### src/logic/upsample_consts.svh
`ifndef UPSAMPLE_CONSTS_SVH
`define UPSAMPLE_CONSTS_SVH

// register map
`define UPS_REGS_N 9
`define UPS_REG_AW 4

// interrupt pulse length in cycles
`define UPS_ITR_PULSE_W 10

// pixel and row buffer
`define UPS_PIX_W 8
`define UPS_MAX_W 64
`define UPS_COL_W 6

// stream credits
`define UPS_IN_CREDITS 4
`define UPS_OUT_CREDITS 4

`endif

### src/logic/upsample_pkg.sv
`default_nettype none

`include "upsample_consts.svh"

package upsample_pkg;

	typedef logic [31:0] word_t; // axi-lite data and register word
	typedef logic [`UPS_REG_AW-1:0] reg_ofs_t; // register word offset
	typedef logic [15:0] dim_t; // dimension, stored minus one
	typedef logic [`UPS_PIX_W-1:0] pix_t;
	typedef logic [`UPS_COL_W-1:0] col_t; // row buffer index

	// access phases of the register slave
	typedef enum logic [1:0] {
		ADDR,
		RW,
		RESP
	} reg_cfg_state_t;

	typedef enum logic [1:0] {
		IDLE,
		LOAD, // fill row buffer
		EMIT, // two passes over the row
		NEXT
	} ups_state_t;

endpackage

`default_nettype wire

### src/logic/upsample_reg_if.sv
`timescale 1ns/1ps
`default_nettype none

`include "upsample_consts.svh"

module upsample_reg_if (
	input wire clk,
	input wire rst_n,
	input wire upsample_pkg::word_t s_axi_lite_araddr,
	input wire [2:0] s_axi_lite_arprot, // ignored
	input wire s_axi_lite_arvalid,
	output logic s_axi_lite_arready,
	input wire upsample_pkg::word_t s_axi_lite_awaddr,
	input wire [2:0] s_axi_lite_awprot, // ignored
	input wire s_axi_lite_awvalid,
	output logic s_axi_lite_awready,
	output logic [1:0] s_axi_lite_bresp,
	output logic s_axi_lite_bvalid,
	input wire s_axi_lite_bready,
	output upsample_pkg::word_t s_axi_lite_rdata,
	output logic [1:0] s_axi_lite_rresp,
	output logic s_axi_lite_rvalid,
	input wire s_axi_lite_rready,
	input wire upsample_pkg::word_t s_axi_lite_wdata,
	input wire [3:0] s_axi_lite_wstrb,
	input wire s_axi_lite_wvalid,
	output logic s_axi_lite_wready,
	output logic dma_mm2s_start,
	output logic dma_s2mm_start,
	input wire dma_mm2s_idle,
	input wire dma_s2mm_idle,
	input wire dma_mm2s_done,
	input wire dma_s2mm_done,
	output upsample_pkg::word_t in_ft_map_buf_baseaddr,
	output upsample_pkg::word_t in_ft_map_buf_len,
	output upsample_pkg::word_t out_ft_map_buf_baseaddr,
	output upsample_pkg::word_t out_ft_map_buf_len,
	output upsample_pkg::dim_t feature_map_chn_n,
	output upsample_pkg::dim_t feature_map_w,
	output upsample_pkg::dim_t feature_map_h,
	output logic itr_req
);
	import upsample_pkg::*;

	// byte-wise update of a register word
	function automatic word_t strb_merge(input word_t old_w, input word_t new_w,
		input logic [3:0] strb);
		word_t res;
		int b;
		res = old_w;
		for (b = 0; b < 4; b++)
		begin
			if (strb[b])
				res[8*b +: 8] = new_w[8*b +: 8];
		end
		return res;
	endfunction

	reg_cfg_state_t cfg_state;
	logic is_write;
	reg_ofs_t ofs;
	logic wr_en;
	logic rd_en;
	word_t rd_mux;

	word_t buf_word [4]; // offsets 0x04 to 0x10
	word_t dim_word; // {w, chn_n}
	dim_t h_reg;
	logic mm2s_idle_r;
	logic s2mm_idle_r;
	logic glb_en;
	logic [1:0] itr_en_vec; // {s2mm, mm2s}
	logic glb_flag;
	logic [1:0] cause;
	logic [1:0] hit_vec;
	logic itr_req_now;
	logic flag_clr;

	assign s_axi_lite_bresp = 2'b00;
	assign s_axi_lite_rresp = 2'b00;

	// writes to offsets past the map are dropped
	assign wr_en = (cfg_state == RW) & is_write & s_axi_lite_wvalid & s_axi_lite_wready &
		(ofs < reg_ofs_t'(`UPS_REGS_N));
	assign rd_en = (cfg_state == RW) & ~is_write;

	always_ff @(posedge clk or negedge rst_n)
	begin
		if (!rst_n)
			cfg_state <= ADDR;
		else
		begin
			case (cfg_state)
				ADDR:
					if (s_axi_lite_awvalid | s_axi_lite_arvalid)
						cfg_state <= RW;
				RW:
					if (~is_write | s_axi_lite_wvalid)
						cfg_state <= RESP;
				RESP:
					if (is_write ? s_axi_lite_bready : s_axi_lite_rready)
						cfg_state <= ADDR;
				default:
					cfg_state <= ADDR;
			endcase
		end
	end

	always_ff @(posedge clk or negedge rst_n)
	begin
		if (!rst_n)
		begin
			s_axi_lite_awready <= 1'b0;
			s_axi_lite_arready <= 1'b0;
			s_axi_lite_wready <= 1'b0;
			s_axi_lite_bvalid <= 1'b0;
			s_axi_lite_rvalid <= 1'b0;
			is_write <= 1'b0;
		end
		else
		begin
			// write wins when both address channels are valid
			s_axi_lite_awready <= (cfg_state == ADDR) & s_axi_lite_awvalid;
			s_axi_lite_arready <= (cfg_state == ADDR) & ~s_axi_lite_awvalid & s_axi_lite_arvalid;
			s_axi_lite_wready <= s_axi_lite_wready ? ~s_axi_lite_wvalid :
				((cfg_state == ADDR) & s_axi_lite_awvalid);
			s_axi_lite_bvalid <= s_axi_lite_bvalid ? ~s_axi_lite_bready :
				(s_axi_lite_wvalid & s_axi_lite_wready);
			s_axi_lite_rvalid <= s_axi_lite_rvalid ? ~s_axi_lite_rready : rd_en;
			if ((cfg_state == ADDR) & (s_axi_lite_awvalid | s_axi_lite_arvalid))
				is_write <= s_axi_lite_awvalid;
		end
	end

	always_ff @(posedge clk)
	begin
		if ((cfg_state == ADDR) & (s_axi_lite_awvalid | s_axi_lite_arvalid))
			ofs <= s_axi_lite_awvalid ? s_axi_lite_awaddr[2 +: `UPS_REG_AW] :
				s_axi_lite_araddr[2 +: `UPS_REG_AW];
	end

	always_comb
	begin
		case (ofs)
			4'd0: rd_mux = {22'd0, s2mm_idle_r, mm2s_idle_r, 8'd0};
			4'd1, 4'd2, 4'd3, 4'd4: rd_mux = buf_word[ofs[1:0] - 2'd1];
			4'd5: rd_mux = {22'd0, itr_en_vec, 7'd0, glb_en};
			4'd6: rd_mux = {22'd0, cause, 7'd0, glb_flag};
			4'd7: rd_mux = dim_word;
			4'd8: rd_mux = {16'd0, h_reg};
			default: rd_mux = '0; // unmapped offsets read zero
		endcase
	end

	always_ff @(posedge clk)
	begin
		if (rd_en)
			s_axi_lite_rdata <= rd_mux;
		{s2mm_idle_r, mm2s_idle_r} <= {dma_s2mm_idle, dma_mm2s_idle};
	end

	// start bits are one-shot
	always_ff @(posedge clk or negedge rst_n)
	begin
		if (!rst_n)
			{dma_s2mm_start, dma_mm2s_start} <= 2'b00;
		else
			{dma_s2mm_start, dma_mm2s_start} <=
				{2{wr_en & s_axi_lite_wstrb[0] & (ofs == 4'd0)}} & s_axi_lite_wdata[1:0];
	end

	// buffer descriptors and frame dimensions
	always_ff @(posedge clk)
	begin
		for (int i = 0; i < 4; i++)
		begin
			if (wr_en & (ofs == reg_ofs_t'(i + 1)))
				buf_word[i] <= strb_merge(buf_word[i], s_axi_lite_wdata, s_axi_lite_wstrb);
		end
		if (wr_en & (ofs == 4'd7))
			dim_word <= strb_merge(dim_word, s_axi_lite_wdata, s_axi_lite_wstrb);
		if (wr_en & (ofs == 4'd8) & s_axi_lite_wstrb[0])
			h_reg[7:0] <= s_axi_lite_wdata[7:0];
		if (wr_en & (ofs == 4'd8) & s_axi_lite_wstrb[1])
			h_reg[15:8] <= s_axi_lite_wdata[15:8];
	end

	assign in_ft_map_buf_baseaddr = buf_word[0];
	assign in_ft_map_buf_len = buf_word[1];
	assign out_ft_map_buf_baseaddr = buf_word[2];
	assign out_ft_map_buf_len = buf_word[3];
	assign feature_map_chn_n = dim_word[15:0];
	assign feature_map_w = dim_word[31:16];
	assign feature_map_h = h_reg;

	assign hit_vec = {dma_s2mm_done, dma_mm2s_done} & itr_en_vec;
	assign itr_req_now = (|hit_vec) & glb_en & ~glb_flag;
	assign flag_clr = wr_en & s_axi_lite_wstrb[0] & (ofs == 4'd6); // any byte-0 write

	always_ff @(posedge clk or negedge rst_n)
	begin
		if (!rst_n)
		begin
			glb_en <= 1'b0;
			itr_en_vec <= 2'b00;
			glb_flag <= 1'b0;
			cause <= 2'b00;
			itr_req <= 1'b0;
		end
		else
		begin
			if (wr_en & s_axi_lite_wstrb[0] & (ofs == 4'd5))
				glb_en <= s_axi_lite_wdata[0];
			if (wr_en & s_axi_lite_wstrb[1] & (ofs == 4'd5))
				itr_en_vec <= s_axi_lite_wdata[9:8];
			if (flag_clr)
				glb_flag <= 1'b0;
			else if (itr_req_now)
				glb_flag <= 1'b1;
			if (itr_req_now)
				cause <= hit_vec;
			itr_req <= itr_req_now; // one cycle per accepted done
		end
	end

endmodule

`default_nettype wire

### src/logic/itr_pulse_gen.sv
`timescale 1ns/1ps
`default_nettype none

`include "upsample_consts.svh"

module itr_pulse_gen (
	input wire clk,
	input wire rst_n,
	input wire itr_req,
	output logic itr
);

	localparam int CNT_W = $clog2(`UPS_ITR_PULSE_W + 1);

	logic [CNT_W-1:0] cnt; // cycles left in the pulse

	always_ff @(posedge clk or negedge rst_n)
	begin
		if (!rst_n)
			cnt <= '0;
		else if (cnt != '0)
			cnt <= cnt - 1'b1;
		else if (itr_req)
			cnt <= CNT_W'(`UPS_ITR_PULSE_W); // requests during a pulse are dropped
	end

	// high for exactly UPS_ITR_PULSE_W cycles
	assign itr = (cnt != '0);

endmodule

`default_nettype wire

### src/logic/upsample_ctrl.sv
`timescale 1ns/1ps
`default_nettype none

`include "upsample_consts.svh"

module upsample_ctrl (
	input wire clk,
	input wire rst_n,
	input wire start,
	input wire upsample_pkg::dim_t chn_n,
	input wire upsample_pkg::dim_t w,
	input wire upsample_pkg::dim_t h,
	input wire in_avail,
	input wire out_avail,
	output logic load_en,
	output upsample_pkg::col_t load_col,
	output logic emit_en,
	output upsample_pkg::col_t emit_col,
	output logic busy
);
	import upsample_pkg::*;

	ups_state_t state;
	col_t col;
	dim_t row;
	dim_t chn;
	logic rep; // second copy of the pixel
	logic pass; // second copy of the row
	logic last_col;

	assign last_col = (col == w[`UPS_COL_W-1:0]);
	assign load_en = (state == LOAD) & in_avail;
	assign emit_en = (state == EMIT) & out_avail;
	assign load_col = col;
	assign emit_col = col;
	assign busy = (state != IDLE);

	always_ff @(posedge clk or negedge rst_n)
	begin
		if (!rst_n)
		begin
			state <= IDLE;
			col <= '0;
			row <= '0;
			chn <= '0;
			rep <= 1'b0;
			pass <= 1'b0;
		end
		else
		begin
			case (state)
				IDLE:
				begin
					if (start)
					begin
						state <= LOAD;
						col <= '0;
						row <= '0;
						chn <= '0;
					end
				end
				LOAD:
				begin
					if (in_avail)
					begin
						if (last_col)
						begin
							state <= EMIT;
							col <= '0;
							rep <= 1'b0;
							pass <= 1'b0;
						end
						else
							col <= col + 1'b1;
					end
				end
				EMIT:
				begin
					if (out_avail)
					begin
						rep <= ~rep;
						if (rep & last_col)
						begin
							col <= '0;
							pass <= 1'b1;
							if (pass)
								state <= NEXT; // both rows sent
						end
						else if (rep)
							col <= col + 1'b1;
					end
				end
				NEXT:
				begin
					col <= '0;
					state <= LOAD;
					if (row != h)
						row <= row + 1'b1;
					else
					begin
						row <= '0;
						chn <= chn + 1'b1;
						if (chn == chn_n)
							state <= IDLE; // frame done
					end
				end
				default:
					state <= IDLE;
			endcase
		end
	end

endmodule

`default_nettype wire

### src/logic/upsample_core.sv
`timescale 1ns/1ps
`default_nettype none

`include "upsample_consts.svh"

module upsample_core (
	input wire clk,
	input wire rst_n,
	input wire in_valid,
	input wire upsample_pkg::pix_t in_data,
	output logic in_credit,
	input wire load_en,
	input wire upsample_pkg::col_t load_col,
	input wire emit_en,
	input wire upsample_pkg::col_t emit_col,
	output logic in_avail,
	output logic out_avail,
	output logic out_valid,
	output upsample_pkg::pix_t out_data,
	input wire out_credit
);
	import upsample_pkg::*;

	localparam int IN_PTR_W = $clog2(`UPS_IN_CREDITS);
	localparam int IN_CNT_W = $clog2(`UPS_IN_CREDITS + 1);
	localparam int OUT_CNT_W = $clog2(`UPS_OUT_CREDITS + 1);

	pix_t fifo_mem [`UPS_IN_CREDITS];
	logic [IN_PTR_W-1:0] wr_ptr;
	logic [IN_PTR_W-1:0] rd_ptr;
	logic [IN_CNT_W-1:0] fifo_cnt;

	pix_t row_buf [`UPS_MAX_W];
	logic [OUT_CNT_W-1:0] out_cred;

	// input fifo, sender credits keep it from overflowing
	always_ff @(posedge clk)
	begin
		if (in_valid)
			fifo_mem[wr_ptr] <= in_data;
	end

	always_ff @(posedge clk or negedge rst_n)
	begin
		if (!rst_n)
		begin
			wr_ptr <= '0;
			rd_ptr <= '0;
			fifo_cnt <= '0;
			in_credit <= 1'b0;
		end
		else
		begin
			if (in_valid)
				wr_ptr <= wr_ptr + 1'b1;
			if (load_en)
				rd_ptr <= rd_ptr + 1'b1;
			case ({in_valid, load_en})
				2'b10: fifo_cnt <= fifo_cnt + 1'b1;
				2'b01: fifo_cnt <= fifo_cnt - 1'b1;
				default: fifo_cnt <= fifo_cnt;
			endcase
			in_credit <= load_en; // one credit back per pop
		end
	end

	assign in_avail = (fifo_cnt != '0);

	// row buffer
	always_ff @(posedge clk)
	begin
		if (load_en)
			row_buf[load_col] <= fifo_mem[rd_ptr];
		if (emit_en)
			out_data <= row_buf[emit_col];
	end

	// credit spent when the beat is issued, so in-flight beats are covered
	always_ff @(posedge clk or negedge rst_n)
	begin
		if (!rst_n)
		begin
			out_valid <= 1'b0;
			out_cred <= OUT_CNT_W'(`UPS_OUT_CREDITS);
		end
		else
		begin
			out_valid <= emit_en;
			case ({emit_en, out_credit})
				2'b10: out_cred <= out_cred - 1'b1;
				2'b01: out_cred <= out_cred + 1'b1;
				default: out_cred <= out_cred;
			endcase
		end
	end

	assign out_avail = (out_cred != '0);

endmodule

`default_nettype wire

### src/logic/upsample_top.sv
`timescale 1ns/1ps
`default_nettype none

module upsample_top (
	input wire clk,
	input wire rst_n,
	input wire upsample_pkg::word_t s_axi_lite_araddr,
	input wire [2:0] s_axi_lite_arprot,
	input wire s_axi_lite_arvalid,
	output logic s_axi_lite_arready,
	input wire upsample_pkg::word_t s_axi_lite_awaddr,
	input wire [2:0] s_axi_lite_awprot,
	input wire s_axi_lite_awvalid,
	output logic s_axi_lite_awready,
	output logic [1:0] s_axi_lite_bresp,
	output logic s_axi_lite_bvalid,
	input wire s_axi_lite_bready,
	output upsample_pkg::word_t s_axi_lite_rdata,
	output logic [1:0] s_axi_lite_rresp,
	output logic s_axi_lite_rvalid,
	input wire s_axi_lite_rready,
	input wire upsample_pkg::word_t s_axi_lite_wdata,
	input wire [3:0] s_axi_lite_wstrb,
	input wire s_axi_lite_wvalid,
	output logic s_axi_lite_wready,
	output logic dma_mm2s_start,
	output logic dma_s2mm_start,
	input wire dma_mm2s_idle,
	input wire dma_s2mm_idle,
	input wire dma_mm2s_done,
	input wire dma_s2mm_done,
	output upsample_pkg::word_t in_ft_map_buf_baseaddr,
	output upsample_pkg::word_t in_ft_map_buf_len,
	output upsample_pkg::word_t out_ft_map_buf_baseaddr,
	output upsample_pkg::word_t out_ft_map_buf_len,
	output logic itr,
	input wire in_valid,
	input wire upsample_pkg::pix_t in_data,
	output logic in_credit,
	output logic out_valid,
	output upsample_pkg::pix_t out_data,
	input wire out_credit
);
	import upsample_pkg::*;

	dim_t chn_n;
	dim_t fm_w;
	dim_t fm_h;
	logic itr_req;
	logic load_en;
	col_t load_col;
	logic emit_en;
	col_t emit_col;
	logic in_avail;
	logic out_avail;

	upsample_reg_if reg_if_inst (
		.clk(clk),
		.rst_n(rst_n),
		.s_axi_lite_araddr(s_axi_lite_araddr),
		.s_axi_lite_arprot(s_axi_lite_arprot),
		.s_axi_lite_arvalid(s_axi_lite_arvalid),
		.s_axi_lite_arready(s_axi_lite_arready),
		.s_axi_lite_awaddr(s_axi_lite_awaddr),
		.s_axi_lite_awprot(s_axi_lite_awprot),
		.s_axi_lite_awvalid(s_axi_lite_awvalid),
		.s_axi_lite_awready(s_axi_lite_awready),
		.s_axi_lite_bresp(s_axi_lite_bresp),
		.s_axi_lite_bvalid(s_axi_lite_bvalid),
		.s_axi_lite_bready(s_axi_lite_bready),
		.s_axi_lite_rdata(s_axi_lite_rdata),
		.s_axi_lite_rresp(s_axi_lite_rresp),
		.s_axi_lite_rvalid(s_axi_lite_rvalid),
		.s_axi_lite_rready(s_axi_lite_rready),
		.s_axi_lite_wdata(s_axi_lite_wdata),
		.s_axi_lite_wstrb(s_axi_lite_wstrb),
		.s_axi_lite_wvalid(s_axi_lite_wvalid),
		.s_axi_lite_wready(s_axi_lite_wready),
		.dma_mm2s_start(dma_mm2s_start),
		.dma_s2mm_start(dma_s2mm_start),
		.dma_mm2s_idle(dma_mm2s_idle),
		.dma_s2mm_idle(dma_s2mm_idle),
		.dma_mm2s_done(dma_mm2s_done),
		.dma_s2mm_done(dma_s2mm_done),
		.in_ft_map_buf_baseaddr(in_ft_map_buf_baseaddr),
		.in_ft_map_buf_len(in_ft_map_buf_len),
		.out_ft_map_buf_baseaddr(out_ft_map_buf_baseaddr),
		.out_ft_map_buf_len(out_ft_map_buf_len),
		.feature_map_chn_n(chn_n),
		.feature_map_w(fm_w),
		.feature_map_h(fm_h),
		.itr_req(itr_req)
	);

	itr_pulse_gen itr_pulse_gen_inst (
		.clk(clk),
		.rst_n(rst_n),
		.itr_req(itr_req),
		.itr(itr)
	);

	// a frame runs alongside the s2mm transfer
	upsample_ctrl ctrl_inst (
		.clk(clk),
		.rst_n(rst_n),
		.start(dma_s2mm_start),
		.chn_n(chn_n),
		.w(fm_w),
		.h(fm_h),
		.in_avail(in_avail),
		.out_avail(out_avail),
		.load_en(load_en),
		.load_col(load_col),
		.emit_en(emit_en),
		.emit_col(emit_col),
		.busy()
	);

	upsample_core core_inst (
		.clk(clk),
		.rst_n(rst_n),
		.in_valid(in_valid),
		.in_data(in_data),
		.in_credit(in_credit),
		.load_en(load_en),
		.load_col(load_col),
		.emit_en(emit_en),
		.emit_col(emit_col),
		.in_avail(in_avail),
		.out_avail(out_avail),
		.out_valid(out_valid),
		.out_data(out_data),
		.out_credit(out_credit)
	);

endmodule

`default_nettype wire

### config.mk
export PLATFORM = sky130hd
export DESIGN_NAME = upsample_top
export DESIGN_NICKNAME = d
export VERILOG_FILES = /design/src/logic/upsample_pkg.sv /design/src/logic/upsample_reg_if.sv /design/src/logic/itr_pulse_gen.sv /design/src/logic/upsample_ctrl.sv /design/src/logic/upsample_core.sv /design/src/logic/upsample_top.sv
export VERILOG_INCLUDE_DIRS = /design/src /design/src/logic
export SDC_FILE = /design/constraint.sdc
export NUM_CORES = 1
export LEC_CHECK = 0
export CAP_MARGIN = 20
export CORE_AREA = 2 2 278 280
export DETAILED_ROUTE_END_ITERATION = 10
export DIE_AREA = 0 0 280 282
export DONT_BUFFER_PORTS = 1
export PLACE_DENSITY = 0.63
export SYNTH_ARGS = -nofsm -noshare
export SYNTH_HDL_FRONTEND = slang
export SYNTH_HIERARCHICAL = 1
export SYNTH_SLANG_ARGS = --single-unit
### constraint.sdc
create_clock -name clk -period 4.6 [get_ports clk]
set_clock_uncertainty 0.1 [all_clocks]
set_input_delay 0 -clock clk [delete_from_list [all_inputs] [get_ports clk]]
set_output_delay 0 -clock clk [all_outputs]
set_load 0.03 [all_outputs]
==> results of run 1 <==
## synth_stat cells, types with 4 or more instances
master | n | share of area, %
a211oi_1 | 7 | 0.15
nor2_1 | 107 | 1.2
o22ai_1 | 16 | 0.29
and3_1 | 14 | 0.26
clkbuf_1 | 25 | 0.28
xnor2_1 | 10 | 0.26
or4_1 | 8 | 0.18
a31oi_1 | 7 | 0.13
nor3_1 | 13 | 0.19
o21ai_0 | 35 | 0.52
nand4_1 | 7 | 0.13
mux4_1 | 34 | 2.6
or3_1 | 8 | 0.15
buf_4 | 20 | 0.44
a22o_1 | 34 | 0.88
a21oi_1 | 13 | 0.19
mux4_2 | 134 | 8.9
a221oi_1 | 6 | 0.15
mux2_2 | 13 | 0.43
xor2_1 | 39 | 1.0
o221ai_1 | 9 | 0.23
a41o_1 | 4 | 0.12
nand2b_1 | 14 | 0.26
o21ai_1 | 5 | 0.074
o211ai_1 | 11 | 0.24
a22oi_1 | 4 | 0.088
inv_1 | 31 | 0.34
a221o_1 | 17 | 0.50
nor4_1 | 12 | 0.22
buf_6 | 17 | 0.56
edfxtp_1 | 764 | 67
buf_1 | 4 | 0.044
buf_2 | 24 | 0.35
nand3_1 | 35 | 0.52
dfrtp_1 | 74 | 5.4
nor2b_1 | 26 | 0.48
and2_1 | 26 | 0.48
nand2_1 | 63 | 0.70
mux2i_1 | 30 | 0.88
o31ai_1 | 6 | 0.13
ha_1 | 19 | 0.70
## path summary, 6_finish.rpt
check / startpoint / to / slack [ps]
min reg2reg: core_inst/fifo_cnt[2] / core_inst/fifo_cnt[2] / 370
min in group asynchronous: rst_n / core_inst/out_cred[2] / 470
max in group asynchronous: rst_n / ctrl_inst/emit_col[2] / 3480
max: ctrl_inst/state[1] / core_inst/row_buf[30][0] / 1060
max reg2reg: ctrl_inst/state[1] / core_inst/row_buf[30][0] / 1060
min: s_axi_lite_awaddr[2] / reg_if_inst/ofs[0] / 30
## critical path: cells and delay by family, from the launching register on
family	cells	cell delay, ps
flops	1	410
buf+inv	1	110
fa+ha+maj	1	290
simple gates	4	2270
## cells by family (layout without fill, tap and decap cells)
family	Yosys count	after routing
muxes	211	211
DFF	841	841
other	1	4
adders and majority gates	21	21
and+or+nand+nor	352	352
xor gates and xnor gates	49	49
AOI/OAI and AO/OA	205	205
buffers and inverters	126	320
## through the flow
stage	worst slack (ps)	cells	utilization, %	power, uW
global route	860	2981	51.2	22700
CTS	1080	2979	51.2	22100
detailed placement	1140	2728	46.2	15000
global placement	1190	2728	46.2	14800
floorplan	1880	1809	-	13500
finish	1060	2981	51.2	21900
## per-layer routing
layer,vias to the layer above,share of wire (%),wire length [um],GRT usage [%]
met4,2,2.4,1900,5.75
met5,-,0.016,13,0
met3,132,8.6,6790,5.63
met2,698,49,38800,33.2
li1,7603,-,-,-
met1,9190,40,31300,25.8
## flip-flops by register name (all words and copies together), names as in the netlist, 2 cells and up
signal	count
core_inst/rd_ptr	2
core_inst/fifo_mem	32
ctrl_inst/row	16
reg_if_inst/cfg_state	2
core_inst/row_buf	512
core_inst/wr_ptr	2
ctrl_inst/chn	16
core_inst/out_data	8
reg_if_inst/itr_en_vec	2
itr_pulse_gen_inst/cnt	4
reg_if_inst/ofs	4
reg_if_inst/cause	2
reg_if_inst/s_axi_lite_rdata	32
core_inst/fifo_cnt	3
core_inst/out_cred	3
reg_if_inst/feature_map_h	16
ctrl_inst/state	2
reg_if_inst/dim_word	32
ctrl_inst/emit_col	6
reg_if_inst/buf_word	128
## power breakdown
part	switching, uW	total, uW	internal (uW)
registers	732	10500	9730
logic	2770	4500	1730
clock network	2950	6940	4000
## cell type report
class	instances	area [um^2]
Clock buffer	106	2270
Clock inverter	51	562
Fill cell	5938	36900
Inverter	32	120
Multi-Input combinational cell	842	8400
Sequential cell	841	24900
Tap cell	978	1220
Timing Repair Buffer	131	1340
==> key figures, run 1 <==
Timing
  – Least-Margin Pin Slew: ~1100 ps
  – Fin crit share: between 70% and 80%
  – Fmax: approximately 280 MHz
  – RSZ-0062 raised after global routing: false
  – Worst slew margin: 25.7%
  – Hold Violations, Final: 0
  – Final setup vio count: 0
  – Sum of negative setup slack: 0 ps
  – Crit path time final: around 3500 ps
  – Final Max Slew Viols: 0
  – Hold slack: around 35 ps

Synthesis
  – Mux contribution to synthesized area: 12.8%
  – XOR/XNOR Fraction of Synth Area: 1.26%
  – Syn Inst Count: 1806
  – Post-synth cell types: 80
  – Register area share after synthesis: between 70 and 80%
  – Synth Area in Compound Gates: 4.51%
  – FF+latch count, synth: between 800 and 900
  – Post-Synth Simple-Gate Area: 5.21%
  – Post-synthesis cell area: 34000 um^2
  – Largest family of logic cells by synthesized area: multiplexers
  – Synth Area per Inst: 18.8 um^2
  – Prevailing post-synth register cell: edfxtp_1
  – Async set-reset flop share out of synthesis: 8.92%
  – Post-synth EDFFs: 764
  – Synth Area in Adders: less than 1%
  – Yosys warns: 6

Floorplanning
  – Starting Density: 44.9%
  – Die Y: between 200 and 300 um
  – Row cnt: approximately 100
  – IO Pins: between 300 and 400
  – Core area: 75700 um^2
  – Die width: 280 um
  – Die area: 79000 um^2

Status
  – Status: complete, no violations

Finish
  – Layout cells sized above 1: between 10% and 20%
  – Design Area, Final: around 39000 um^2
  – Commonest cells after routing, fill and taps aside: edfxtp_1, mux4_2, nor2_1
  – Most common cell after layout, fill and taps aside: edfxtp_1
  – Nets@finish: between 2000 and 2500
  – Area grow syn2layout: 14.1%
  – N_diodes: 0

Placement
  – # port buffers: 0
  – Placed Area: ~35000 um^2
  – Final GP Congestion: 0.822
  – Dpl hpwl: 50100 um

Critical path
  – CP max stage cell: nor2_1
  – CP required: 4770 ps
  – Arr. time, crit path: 3710 ps
  – Reg2reg path depth: 6
  – Critical path, cell by cell: inv_1, ha_1, and2_1, nor2b_1, nand3_1, nor2_1
  – Max stage delay on crit path: around 890 ps
  – Crit. End Element: flop
  – Critical path class: flop to flop
  – Worst setup SP type: flop
  – Critical path peak fanout: 10

Clock tree
  – CTS tree: built
  – CTS buffer count: 85
  – H-tree depth: 3
  – Clock latency on the worst-skew pair: 640 ps
  – Cts hold-fix bufs: 94
  – Root buffer cell: clkbuf_16
  – Sink Count: between 800 and 900
  – Longest Clk Path Bufs: 3
  – Clock-pin slew on the worst setup and hold paths: 60 ps
  – Setup Fix Bufs, Post-CTS: 0
  – PostCTS Resize Cnt: 0

Power and ir drop
  – Power per cell area: approximately 560 nW/um^2
  – VDD IR max: 378 uV
  – LEAKAGE: roughly 0.013 uW

Global routing
  – Initial antenna violation count: 2
  – Vias in the first global route: 18000
  – Largest net degree at the start of global routing: 75
  – First-pass GRT wire length: ~120000 um
  – Gr ovfl total: 0
  – GR Util All Layers: 20.0%

Flow run
  – Max Cap Viol: 0

Route
  – Initial DRT Pass Iterations: 5
  – DR vias/cell: between 5 and 6
  – Detailed-route wire length: 78900 um
  – Final ANT Viol Nets: 0
  – Drt first-iter violations: 1506
  – DR WL/cell: 26.5 um
  – DRC errors left: 0
  – Via count: 17600

Worst hold path
  – Hold Crit Depth: 2
  – Min-delay worst type: input pin to flop
(Power assumes the default switching activity.)
==> run 2: changes to the inputs <==
PLACE_DENSITY = 0.66   (was 0.63)
clock period = 2.8 ns   (was 4.6 ns; I/O delays follow)
==> key figures, run 2 (synthesis results as in run 1) <==
Route
  – Initial DRT Pass Iterations: 5 (unchanged)
  – Drt first-iter violations: 1642 (+9.0%)
  – Via count: 18300 (+4.0%)
  – DR vias/cell: 5.90 (-0.28%)
  – DRC errors left: 0 (unchanged)
  – Detailed-route wire length: 81800 um (+3.7%)
  – DR WL/cell: 26.3 um (-0.50%)
  – Final ANT Viol Nets: 0 (unchanged)

Timing
  – Sum of negative setup slack: 0 ps (unchanged)
  – RSZ-0062 raised after global routing: false
  – Least-Margin Pin Slew: 865 ps (-246 ps)
  – Final Max Slew Viols: 0 (unchanged)
  – Worst slew margin: 41.9% (+16 points)
  – Fin crit share: 98.6% (+22 points)
  – Hold slack: 32.6 ps (-2.35 ps)
  – Crit path time final: 2760 ps (-780 ps)
  – Hold Violations, Final: 0 (unchanged)
  – Final setup vio count: 0 (unchanged)
  – Fmax: 362 MHz (+28%)

Critical path
  – CP max stage cell: dfrtp_4
  – Critical R2R Capture: core_inst/out_data[4]
  – Reg2reg setup slack: 40 ps (-1020 ps)
  – Arr. time, crit path: 3030 ps (-680 ps)
  – Critical path peak fanout: 20 (+10)
  – Max stage delay on crit path: 660 ps (-230 ps)
  – Crit. End Element: flop
  – Worst r2r src: ctrl_inst/emit_col[0]
  – Critical path class: flop to flop
  – Critical path, cell by cell: mux4_2, a221oi_1, o21ai_0, nand3_1, o31ai_1
  – Worst setup startpoint: ctrl_inst/emit_col[0]
  – Reg2reg path depth: 5 (-1)
  – CP required: 3070 ps (-1700 ps)
  – Worst setup SP type: flop
  – Worst setup path endpoint: core_inst/out_data[4]

Clock tree
  – Longest Clk Path Bufs: 3 (unchanged)
  – Sink Count: 841 (unchanged)
  – CTS tree: built
  – H-tree depth: 3 (unchanged)
  – Clock latency on the worst-skew pair: 640 ps (about the same)
  – Root buffer cell: clkbuf_16
  – Clock-pin slew on the worst setup and hold paths: 60 ps (about the same)
  – CTS buffer count: 84 (-1.2%)

Floorplanning
  – Die area: 79000 um^2 (unchanged)
  – Row cnt: 101 (unchanged)
  – IO Pins: 309 (unchanged)
  – Die Y: 282 um (unchanged)
  – Core area: 75700 um^2 (unchanged)
  – Starting Density: 44.9% (unchanged)
  – Die width: 280 um (unchanged)

Finish
  – Reg area: 24900 um^2 (unchanged)
  – Area occupied by multi-input gates: 8400 um^2 (about the same)
  – Max reg flops: 512 (unchanged)
  – Area grow syn2layout: 17.0%
  – Commonest cells after routing, fill and taps aside: edfxtp_1, buf_4, mux4_2
  – Post-layout util: 52.5% (+1.3 points)
  – Final Non-Filler Cells: 3108 (+4.3%)
  – Most common cell after layout, fill and taps aside: edfxtp_1
  – Layout cells sized above 1: 21.3% (+4.8 points)
  – Design Area, Final: 39800 um^2 (+2.5%)
  – Nets@finish: 2212 (+6.3%)
  – Fillers: 5786 (-2.6%)
  – Top flop regs: core_inst/row_buf x512, reg_if_inst/buf_word x128
  – Largest register by flop count: core_inst/row_buf

Placement
  – Placed Area: 36100 um^2 (+3.4%)
  – Dpl hpwl: 52800 um (+5.4%)
  – Placed cells: 2864 (+5.0%)
  – Final GP Congestion: 0.865 (+5.2%)
  – # port buffers: 0 (unchanged)

Global routing
  – Initial antenna violation count: 0 (-2)
  – Gr ovfl total: 0 (unchanged)
  – GR Util All Layers: 20.7% (+0.65 points)
  – Vias in the first global route: 18700 (+3.7%)
  – First-pass GRT wire length: 122000 um (+3.7%)
  – Largest net degree at the start of global routing: 75 (unchanged)

Power and ir drop
  – Power per cell area: 913 nW/um^2 (+62%)
  – VDD IR max: 571 uV (+51%)
  – LEAKAGE: 0.0133 uW (+5.3%)

Status
  – Status: complete, no violations

Worst hold path
  – Min-delay worst type: input pin to flop
  – Hold Crit Depth: 2 (unchanged)

Flow run
  – Max Cap Viol: 0 (unchanged)
==> run 2: cell types whose count changed in the layout (fill, tap and decap cells not counted), sizes merged, moves of 2 or more <==
cell         before  now
inv              36   34
bufinv            8    5
clkinv           33   29
clkbuf          106  112
dlygate4sd3      92   90
buf              39  173
clkinvlp          6    3
==> run 2: how the worst min path moves through the flow <==
stage	startpoint	endpoint	slack, ps
after floorplan	rst_n	core_inst/fifo_cnt[0]	-400
after global placement	rst_n	itr_pulse_gen_inst/cnt[1]	-390
after detailed placement	rst_n	itr_pulse_gen_inst/cnt[1]	-390
after CTS	s_axi_lite_wdata[20]	reg_if_inst/buf_word[1][20]	3
after global routing	s_axi_lite_awaddr[3]	reg_if_inst/ofs[1]	30
final	s_axi_lite_awaddr[3]	reg_if_inst/ofs[1]	30
==> run 2: stage by stage <==
step | total power (uW) | setup WS, ps
floorplan | 22300 | 82.8
finish | 36300 | 40.2
CTS | 36500 | 59.1
global route | 37600 | 2.63
global placement | 25100 | 79.4
detailed placement | 25400 | 32.2
==> run 2: critical path: cells and delay by family (launching register included) <==
kind	cells	cell delay (ps)
compound gates	3	970
simple gates	1	190
mux	1	560
flops	1	660
==> run 2: cell type report <==
type | count | area share (%)
clock buffer | 112 | 5.84
timing repair buffer | 263 | 6.20
clock inverter | 39 | 0.894
tap | 978 | 3.08
inverter | 32 | 0.302
multi-input combinational | 842 | 21.1
sequential | 841 | 62.6
antenna | 1 | 0.00629
==> run 2: routing by layer <==
metal  global-route usage [%]  vias up  wire, um
met5                        0        -         0
met4                     6.02        0      1860
met3                     5.46      120      7010
met2                     34.4      772     40300
met1                     26.8     9585     32700
li1                         -     7847         -
==> run 2: power by group <==
part / internal, uW / switching (uW)
clock: 6300 / 4700
sequential: 16000 / 1030
combinational: 3310 / 4980
==> run 2: repair_timing <==
item | in CTS | in global routing
setup buffers | 0 | 0
setup endpoints to repair | 0 | 1
hold buffers | 92 | 0
endpoints found under the hold margin | 526 | 0
gates resized for setup | 0 | 1
==> run 3: changes to the inputs <==
CORE_AREA = 2 2 321 244   (was 2 2 278 280)
DIE_AREA = 0 0 323 246   (was 0 0 280 282)
PLACE_DENSITY = 0.65   (was 0.66)
==> key figures, run 3 (synthesis results as in run 1) <==
Timing
  – Final setup vio count: 0 (unchanged)
  – Fin crit share: 95.5% (-3.1 points)
  – RSZ-0062 raised after global routing: false
  – Hold Violations, Final: 0 (unchanged)
  – Fmax: 374 MHz (+3.2%)
  – Least-Margin Pin Slew: 773 ps (-92.0 ps)
  – Final Max Slew Viols: 0 (unchanged)
  – Sum of negative setup slack: 0 ps (unchanged)
  – Crit path time final: 2670 ps (-86.3 ps)
  – Worst slew margin: 48.4% (+6.5 points)

Flow run
  – Max Cap Viol: 0 (unchanged)

Placement
  – Dpl hpwl: 54100 um (+2.5%)
  – Final GP Congestion: 0.924 (+6.8%)
  – # port buffers: 0 (unchanged)

Worst hold path
  – Min-delay worst type: input pin to flop
  – Worst hold start: s_axi_lite_wdata[23]

Route
  – Via count: 18500 (+0.75%)
  – Final ANT Viol Nets: 0 (unchanged)
  – DR WL/cell: 25.9 um (-1.5%)
  – Initial DRT Pass Iterations: 5 (unchanged)
  – Drt first-iter violations: 2342 (+43%)
  – Detailed-route wire length: 81700 um (-0.12%)
  – DRC errors left: 0 (unchanged)
  – DR vias/cell: 5.86 (-0.60%)

Critical path
  – CP required: 3020 ps (-50 ps)
  – Crit. End Element: flop
  – Max stage delay on crit path: 540 ps (-120 ps)
  – Worst setup startpoint: ctrl_inst/emit_col[1]
  – Critical path, cell by cell: buf_12, buf_12, buf_4, nor2b_1, nand3_1, nor2_1, buf_4
  – Critical path class: flop to flop
  – Worst setup SP type: flop
  – Worst r2r src: ctrl_inst/emit_col[1]
  – CP max stage cell: dfrtp_4
  – Arr. time, crit path: 2890 ps (-140 ps)
  – Critical path peak fanout: 25 (+25%)

Clock tree
  – Sink Count: 841 (unchanged)
  – Root buffer cell: clkbuf_16
  – Clock latency on the worst-skew pair: 640 ps (about the same)
  – Clock-pin slew on the worst setup and hold paths: 60 ps (about the same)
  – CTS buffer count: 83 (-1.2%)
  – CTS tree: built
  – H-tree depth: 3 (unchanged)
  – Longest Clk Path Bufs: 3 (unchanged)

Finish
  – Largest register by flop count: core_inst/row_buf
  – Area grow syn2layout: 16.8%
  – Top flop regs: core_inst/row_buf x512, reg_if_inst/buf_word x128
  – Most common cell after layout, fill and taps aside: edfxtp_1
  – Commonest cells after routing, fill and taps aside: edfxtp_1, buf_4, mux4_2
  – Layout cells sized above 1: 21.5% (+0.26 points)
  – Max reg flops: 512 (unchanged)
  – Fillers: 6016 (+4.0%)
  – Nets@finish: 2193 (-0.86%)

Power and ir drop
  – Register share of total power: 46.6% (-0.3 points)
  – Switch Pwr: 10700 uW (about the same)
  – Power per cell area: 918 nW/um^2 (+0.55%)
  – Power Total: 36400 uW (+0.40%)
  – LEAKAGE: 0.0132 uW (-0.42%)
  – VDD IR max: 500 uV (-12%)
  – Power share of the combinational group: 22.2% (-0.6 points)
  – Cell internal pwr: 25700 uW (+0.61%)
  – Clock power frac: 31.2% (+0.9 points)
  – Sw Ratio: 29.4% (-0.15 points)

Global routing
  – First-pass GRT wire length: 121000 um (-0.18%)
  – Gr ovfl total: 0 (unchanged)
  – Largest net degree at the start of global routing: 75 (unchanged)
  – Initial antenna violation count: 1 (+1)
  – GR Util All Layers: 20.7% (about the same)
  – Vias in the first global route: 18000 (-3.4%)

Status
  – Status: complete, no violations

Floorplanning
  – Core area: 76200 um^2 (+0.66%)
  – Die area: 79500 um^2 (+0.63%)
  – Row cnt: 88 (-13%)
  – Starting Density: 44.6% (-0.29 points)
  – Die Y: 246 um (-13%)
  – Die width: 323 um (+15%)
  – IO Pins: 309 (unchanged)
-- run 3: final cells by class --
class | instances | area, um^2 | share of cell area [%]
Clock inverter | 52 | 551 | 1.39
Tap cell | 1035 | 1290 | 3.26
Clock buffer | 101 | 2240 | 5.64
Timing Repair Buffer | 245 | 2210 | 5.57
Multi-Input combinational cell | 842 | 8410 | 21.2
Antenna cell | 2 | 5.00 | 0.0126
Inverter | 32 | 120 | 0.303
Sequential cell | 841 | 24900 | 62.6
-- run 3: repair_timing --
item | 4_1_cts | 5_1_grt
resized for setup | 0 | 3
setup buffers | 0 | 0
endpoints found under the setup margin | 0 | 211
hold buffers | 84 | 0
hold endpoints to repair | 526 | 0
-- run 3: critical path: cells and delay by family (launching register included) --
family                 cells  cell delay, ps
buffers and inverters      4             790
AND/OR/NAND/NOR            3             910
flip-flops                 1             540
-- run 3: layer usage --
layer,global-route usage [%],wire [um]
met1,32.1,36200
met2,29.9,36500
met3,3.96,7110
met4,5.31,1840
met5,0,0
-- run 3: stage by stage --
step	cell area, um^2	hold WS (ps)	worst slack (ps)	util (%)	cells
after CTS	39700	2.74	63.5	52.1	3148
final	39700	28.1	127	52.1	3150
after global placement	36000	-390	130	47.3	2911
after global routing	39700	18.1	4.03	52.1	3148
after detailed placement	36000	-389	97.9	47.3	2911
after floorplan	34000	-396	82.8	-	1809
-- run 3: path summary, 6_finish.rpt --
kind | endpoint | slack [ps] | cells past startpoint
hold reg to reg | core_inst/fifo_cnt[2] | 390 | 1
min in group asynchronous | core_inst/out_cred[2] | 450 | 3
max in group asynchronous | ctrl_inst/emit_col[2] | 1740 | 4
setup reg to reg | core_inst/row_buf[45][4] | 130 | 7
setup / recovery | core_inst/row_buf[45][4] | 130 | 7
hold / removal | reg_if_inst/buf_word[0][23] | 30 | 1
-- run 3: power groups by stage --
stage	sequential (uW)	clock (uW)	combinational (uW)
6_report	17000	11400	8090
5_1_grt	17000	12100	8710
4_1_cts	17000	11600	8130
3_5_place_dp	17200	0	7930
3_3_place_gp	17200	0	7630
2_1_floorplan	16900	0	5350
